### src/fifo_if.sv
`default_nettype none

// write and read sides of one fifo_sync instance
interface fifo_if #(
   parameter type T     = logic,
   parameter int  DEPTH = 4
);

   localparam int CNT_W = $clog2(DEPTH + 1);

   // write side
   logic             wr;        // one-cycle strobe, one entry
   T                 wr_data;

   // read side
   logic             rd;        // only while empty is low
   T                 rd_data;   // valid the cycle after rd
   logic             empty;
   logic [CNT_W-1:0] count;     // occupancy, rises the cycle after wr

   // writer looks at count to avoid overflow
   modport wr_side (
      output wr,
      output wr_data,
      input  count
   );

   modport rd_side (
      output rd,
      input  rd_data,
      input  empty
   );

   modport mem (
      input  wr,
      input  wr_data,
      input  rd,
      output rd_data,
      output empty,
      output count
   );

endinterface

`default_nettype wire

### src/fifo_sync.sv
`default_nettype none

// circular buffer with registered read, payload type set by T
module fifo_sync #(
   parameter type T     = logic,
   parameter int  DEPTH = 4
) (
   input  logic axi4s_out,
   input  logic rst_n,
   fifo_if.mem  f
);

   localparam int PTR_W = (DEPTH > 1) ? $clog2(DEPTH) : 1;
   localparam int CNT_W = $clog2(DEPTH + 1);   // same as the interface count

   T                 mem [DEPTH];
   logic [PTR_W-1:0] wr_ptr;
   logic [PTR_W-1:0] rd_ptr;
   logic [CNT_W-1:0] cnt;

   // wrap at DEPTH-1, so DEPTH need not be a power of two
   function automatic logic [PTR_W-1:0] next_ptr(input logic [PTR_W-1:0] p);
      logic [PTR_W-1:0] n;
      if (p == PTR_W'(DEPTH - 1))
         n = '0;
      else
         n = p + 1'b1;
      return n;
   endfunction

   // ------------------------------------------------------------
   // storage and registered read
   // ------------------------------------------------------------
   always_ff @(posedge axi4s_out) begin
      if (f.wr)
         mem[wr_ptr] <= f.wr_data;
      if (f.rd)
         f.rd_data <= mem[rd_ptr];   // held until the next rd
   end

   // ------------------------------------------------------------
   // pointers and occupancy
   // ------------------------------------------------------------
   always_ff @(posedge axi4s_out) begin
      if (!rst_n) begin
         wr_ptr <= '0;
         rd_ptr <= '0;
         cnt    <= '0;
      end else begin
         if (f.wr)
            wr_ptr <= next_ptr(wr_ptr);
         if (f.rd)
            rd_ptr <= next_ptr(rd_ptr);

         case ({f.wr, f.rd})
            2'b10:   cnt <= cnt + 1'b1;
            2'b01:   cnt <= cnt - 1'b1;
            default: cnt <= cnt;   // both or neither
         endcase
      end
   end

   assign f.count = cnt;
   assign f.empty = (cnt == '0);

endmodule

`default_nettype wire

### src/flat_wrapper.sv
// flat-port wrapper written by rule: the top's interface ports become plain ports
module fifo_sync_flat 
#(
   parameter type T     = logic,
   parameter int  DEPTH = 4
)
  (axi4s_out, rst_n, f_wr, f_wr_data, f_rd, f_rd_data, f_empty, f_count);
  fifo_if #(.T(T), .DEPTH(DEPTH)) f_i ();
  input  logic axi4s_out;
  input  logic rst_n;
  input wire logic [$bits(f_i.wr)-1:0] f_wr;
  input wire logic [$bits(f_i.wr_data)-1:0] f_wr_data;
  input wire logic [$bits(f_i.rd)-1:0] f_rd;
  output wire logic [$bits(f_i.rd_data)-1:0] f_rd_data;
  output wire logic [$bits(f_i.empty)-1:0] f_empty;
  output wire logic [$bits(f_i.count)-1:0] f_count;
  assign f_i.wr = f_wr;
  assign f_i.wr_data = f_wr_data;
  assign f_i.rd = f_rd;
  assign f_rd_data = f_i.rd_data;
  assign f_empty = f_i.empty;
  assign f_count = f_i.count;
  fifo_sync #(.T(T), .DEPTH(DEPTH)) u_core (.axi4s_out(axi4s_out), .rst_n(rst_n), .f(f_i));
endmodule
### config.mk
export PLATFORM = sky130hd
export DESIGN_NAME = fifo_sync_flat
export DESIGN_NICKNAME = d
export VERILOG_FILES = /design/src/fifo_if.sv /design/src/fifo_sync.sv /design/src/flat_wrapper.sv
export SDC_FILE = /design/constraint.sdc
export NUM_CORES = 1
export LEC_CHECK = 0
export BUFFER_PORTS_ARGS = -buffer_cell sky130_fd_sc_hd__buf_2
export CAP_MARGIN = 25
export CORE_UTILIZATION = 32
export CTS_CLUSTER_DIAMETER = 80
export DETAILED_ROUTE_END_ITERATION = 8
export MAX_ROUTING_LAYER = met4
export SLEW_MARGIN = 40
export SYNTH_ARGS = -nofsm -noshare
export SYNTH_HDL_FRONTEND = slang
export SYNTH_SLANG_ARGS = --single-unit
export TNS_END_PERCENT = 5
### constraint.sdc
create_clock -name axi4s_out -period 2.4 [get_ports axi4s_out]
set_input_delay 0.48 -clock axi4s_out [delete_from_list [all_inputs] [get_ports axi4s_out]]
set_output_delay 0.48 -clock axi4s_out [all_outputs]
set_load 0.02 [all_outputs]
* Word-level counts from Yosys, hierarchy flattened
Memories as Yosys holds them, arrays and structs flattened. A register that Yosys moved wholly into a read port is not among the register bits. Cells that the tools add are included.
Operators by class: add/sub/neg operators 4, equal/unequal tests 4, multiplexer cells 5, reduce and logical (&&, ||, !) cells 2
Operators with widths (number):
- 2-bit == test (second input constant) | 3
- 3-bit case mux with 2 select lines | 1
- 2-bit by 1-bit adder with 2-bit output (second input constant) | 2
- 2-bit two-way mux | 2
- 3-bit by 1-bit adder with 3-bit output (second input constant) | 1
- 3-bit logical NOT | 1
- 3-bit by 1-bit subtractor with 3-bit output (second input constant) | 1
- 2-bit by 1-bit == test with 1-bit output (second input constant) | 1
- 1-bit two-way mux | 2
- 2-bit nonzero test | 1
Storage, ports and cells: flip-flop bits (word level) 7, RAM bits 4, input port bits 5, output and inout bits 5, word-level logic and storage cells 19, memories kept 1
Memory list:
- u_core.mem | depth 4, bits a word 1, read ports 1, clocked after Yosys merged registers in 1, write ports 1, line fifo_sync.sv:16 | T mem [DEPTH];

* Longest topological paths before layout
depth after elaboration 2, mapped depth 7, mapped depth without buffers 7

* Worst setup path before layout
Ideal clock, no wire load.
kind input to register, start in f_wr, end reg u_core.cnt[2] (netlist: u_core.f.count[2]), library setup time 70 ps, data arrival time 1672 ps, required time 2330 ps, slack 658 ps, stages 7, buffers on the path 0, cell sequence inv_1 -> ha_1 -> inv_1 -> fa_1 -> xor2_1 -> or3_1 -> a21boi_1
On the way: cells in the longest elaborated chain, start to end 2, elaborated cells between the ends (all ways) 4, classes of those cells 2 x eq/ne; 1 x mux; 1 x reduce/logical
RTL lines:
- start: declaration | line flat_wrapper.sv:11 | input wire logic [$bits(f_i.wr)-1:0] f_wr;
- 2-bit by 1-bit == test with 1-bit output or 2-bit == test (tied branches) | line fifo_sync.sv:55 | case ({f.wr, f.rd})
- 3-bit case mux with 2 select lines or 2-bit nonzero test (tied branches)
- end signal: assignment | line fifo_sync.sv:56 | 2'b10: cnt <= cnt + 1'b1;
- end signal: assignment | line fifo_sync.sv:57 | 2'b01: cnt <= cnt - 1'b1;
- end signal: assignment | line fifo_sync.sv:58 | default: cnt <= cnt;
- end: declaration | line fifo_sync.sv:19 | logic [CNT_W-1:0] cnt;
Several ways; a longest one is shown, not always the timed one. A chain may end at the register's enable or synchronous reset.

* Worst setup path in the final report
Same ends and word-level chain as after synthesis.

==> metrics.cfg <==
[status]
status = completed

[logic_synthesis]
yosys.area_share.simple = 0.151
synthAdderAreaFrac = 0.161
synth_area_sq_um = 589
synth_mux_area_frac = 0.0892
postSynth.asyncResetShare = 0
syn_inst = 50
synth.top_cell.area_share = 0.255
yosys_warnings = 0
synth_edf_count = 5
synth-xor-area-share = 0.0297
yosysMostFrequentCell = dfxtp_1
syn_area_per_cell_sq_um = 11.8
netlist_top_cells_area = edfxtp_1 25%, dfxtp_1 24%, ha_1 13%
synthTopCellsByCount = 7 x dfxtp_1, 6 x and2_1, 6 x ha_1, 6 x inv_1, 5 x edfxtp_1
synth_nets = 62
synth_top_family_by_area = adder cells
synth_top_area_cell = edfxtp_1
ys.flop_type = dfxtp_1
ys_types = 19
synth_compound_area_frac = 0.0382
synth-seq-area-share = 0.493
synth_seq_cells = 12

[cts]
root_buffer = clkbuf_4
tritoncts = yes
path_clk_slew_ns = 0.08
hold_buffers = 0
postCtsSetupBuffers = 0
h-tree-depth = 1
cts.repair.resized = 0
clock_latency_ns = 0.27
clock_sinks = 12
clockBufferDepth = 2
cts_made_buffers = 3

[global_route]
grt_usage = 0.0912
antenna_found_initial = 0
grt_use_met2 = 0.138
top_usage_layer = met2
grt_max_degree = 8
grt_pass1_vias = 306
grt_use_met3 = 0.0240
grt_pass1_wl_mm = 1.16
grt-ovfl-total = 0
met1_usage = 0.0859

[finish]
nets = 76
areaGrowthSynthToFinish_pct = 17.4
filler_cell_count = 187
num_antenna_cells = 0
final_area_sq_um = 692
drive_gt1_frac = 0.206
multi_input_area_sq_um = 277
area.sequential_sq_um = 290

[sta]
finalSetupViolations = 0
worstMarginPinSlew_ns = 0.161
fmax_mhz = 594
maxSlewHeadroom = 0.892
finalHoldViolations = 0
rsz0062_at_grt = false
finalCritPeriodShare = 0.702
fin_skew_ns = 0.00512
totalNegativeSetupSlack_ns = 0
layout_min_cycle_time_ns = 1.68
drv_slew = 0

[worst_hold_path]
hold_path_class = in2reg

[floorplan]
io_pins = 10
die_y_um = 44.9
rows = 15
die_w_um = 44.9
core_sq_um = 1730
dieArea_sq_um = 2020
initial_core_util = 0.341

[routing]
wl_per_cell_um = 8.42
drt-total-wl_um = 741
drt_iter0_markers = 1
first_pass_iters = 4
via_per_inst = 4.18
dr_total_vias = 368
ant_nets = 0
drc = 0

[place]
port-buffer-count = 9
hpwl_um = 586
placed_cell_area_sq_um = 666
place.gp.congestion = 0.742

[worst_setup_path]
critPathLaunchType = input pin
critPathMaxFanout = 7
cp-end-kind = register
cp.required_ns = 2.60
crit_arrival_ns = 1.88
critical_path_class = in2reg

[power_and_ir_drop]
power_uw = 458
cellPowerDensity_nw_per_um2 = 662
power_leakage_nw = 0.293
ir_drop_v = 0.000306

[job]
maxCapViolCount = 0

## per-stage QoR
| step | utilization | hold WS, ns | cells | worst slack, ns |
|---|---|---|---|---|
| 5_1_grt | 0.401 | 0.422 | 88 | 0.617 |
| 2_1_floorplan | - | 0.517 | 50 | 0.658 |
| 4_1_cts | 0.401 | 0.413 | 88 | 0.706 |
| 3_5_place_dp | 0.386 | 0.507 | 84 | 0.432 |
| 6_report | 0.401 | 0.428 | 88 | 0.716 |
| 3_3_place_gp | 0.386 | 0.491 | 84 | 0.460 |
## path summary, 6_finish.rpt
kind                startpoint           endpoint  slack, ns  depth (start not counted)
max                       f_wr  u_core.f.count[2]       0.72                          8
min                  f_wr_data      u_core.mem[3]       0.43                          1
max reg2reg  u_core.f.count[0]  u_core.f.count[2]       0.85                          5
min reg2reg  u_core.f.count[2]  u_core.f.count[2]       0.52                          2
## flip-flops by register name, indices dropped and copies added, names as in the netlist
signal and cells:
u_core.wr_ptr 2, u_core.mem 4, u_core.f.count 3, u_core.rd_ptr 2, u_core.f.rd_data 1
## report_power, final
group	internal, mW	leakage [nW]	switching, mW
clock	0.0600	0.0154	0.0632
sequential	0.230	0.104	0.0135
combinational	0.0415	0.174	0.0493
total	0.332	0.293	0.126
## cell usage in the layout (no fill, tap or decap), types with 2 or more instances in the layout
cell      count
buf_2         9
dfxtp_1       7
inv_1         6
and2_1        6
ha_1          6
edfxtp_1      5
nor2b_1       4
mux2i_1       3
clkbuf_4      3
o21ai_0       2
## kinds of logic (layout without fill, tap and decap cells)
kind of cell / Yosys count / count (layout)
compound gates: 4 / 4
xor+xnor: 2 / 2
fa+ha+maj: 7 / 7
buf+inv: 6 / 19
flops: 12 / 12
mux: 4 / 4
simple gates: 15 / 15
## per-layer routing
layer | wire [um] | share of wire | vias up
met4 | 19 | 0.026 | 0
met1 | 331 | 0.45 | 169
met5 | 0 | 0 | -
li1 | - | - | 193
met3 | 17 | 0.023 | 2
met2 | 372 | 0.50 | 4
## cell type report
class                           count  share of cell area
Sequential cell                    12               0.420
Multi-Input combinational cell     32               0.400
Timing Repair Buffer                9              0.0651
Tap cell                           25              0.0452
Clock buffer                        3              0.0325
Inverter                            6              0.0325
Clock inverter                      1             0.00542
## worst max-delay path: stages
cell	delay, ns
buf_2	0.13
inv_1	0.08
ha_1	0.17
inv_1	0.06
fa_1	0.37
xor2_1	0.16
or3_1	0.30
a21boi_1	0.14
(Power assumes the default switching activity.)
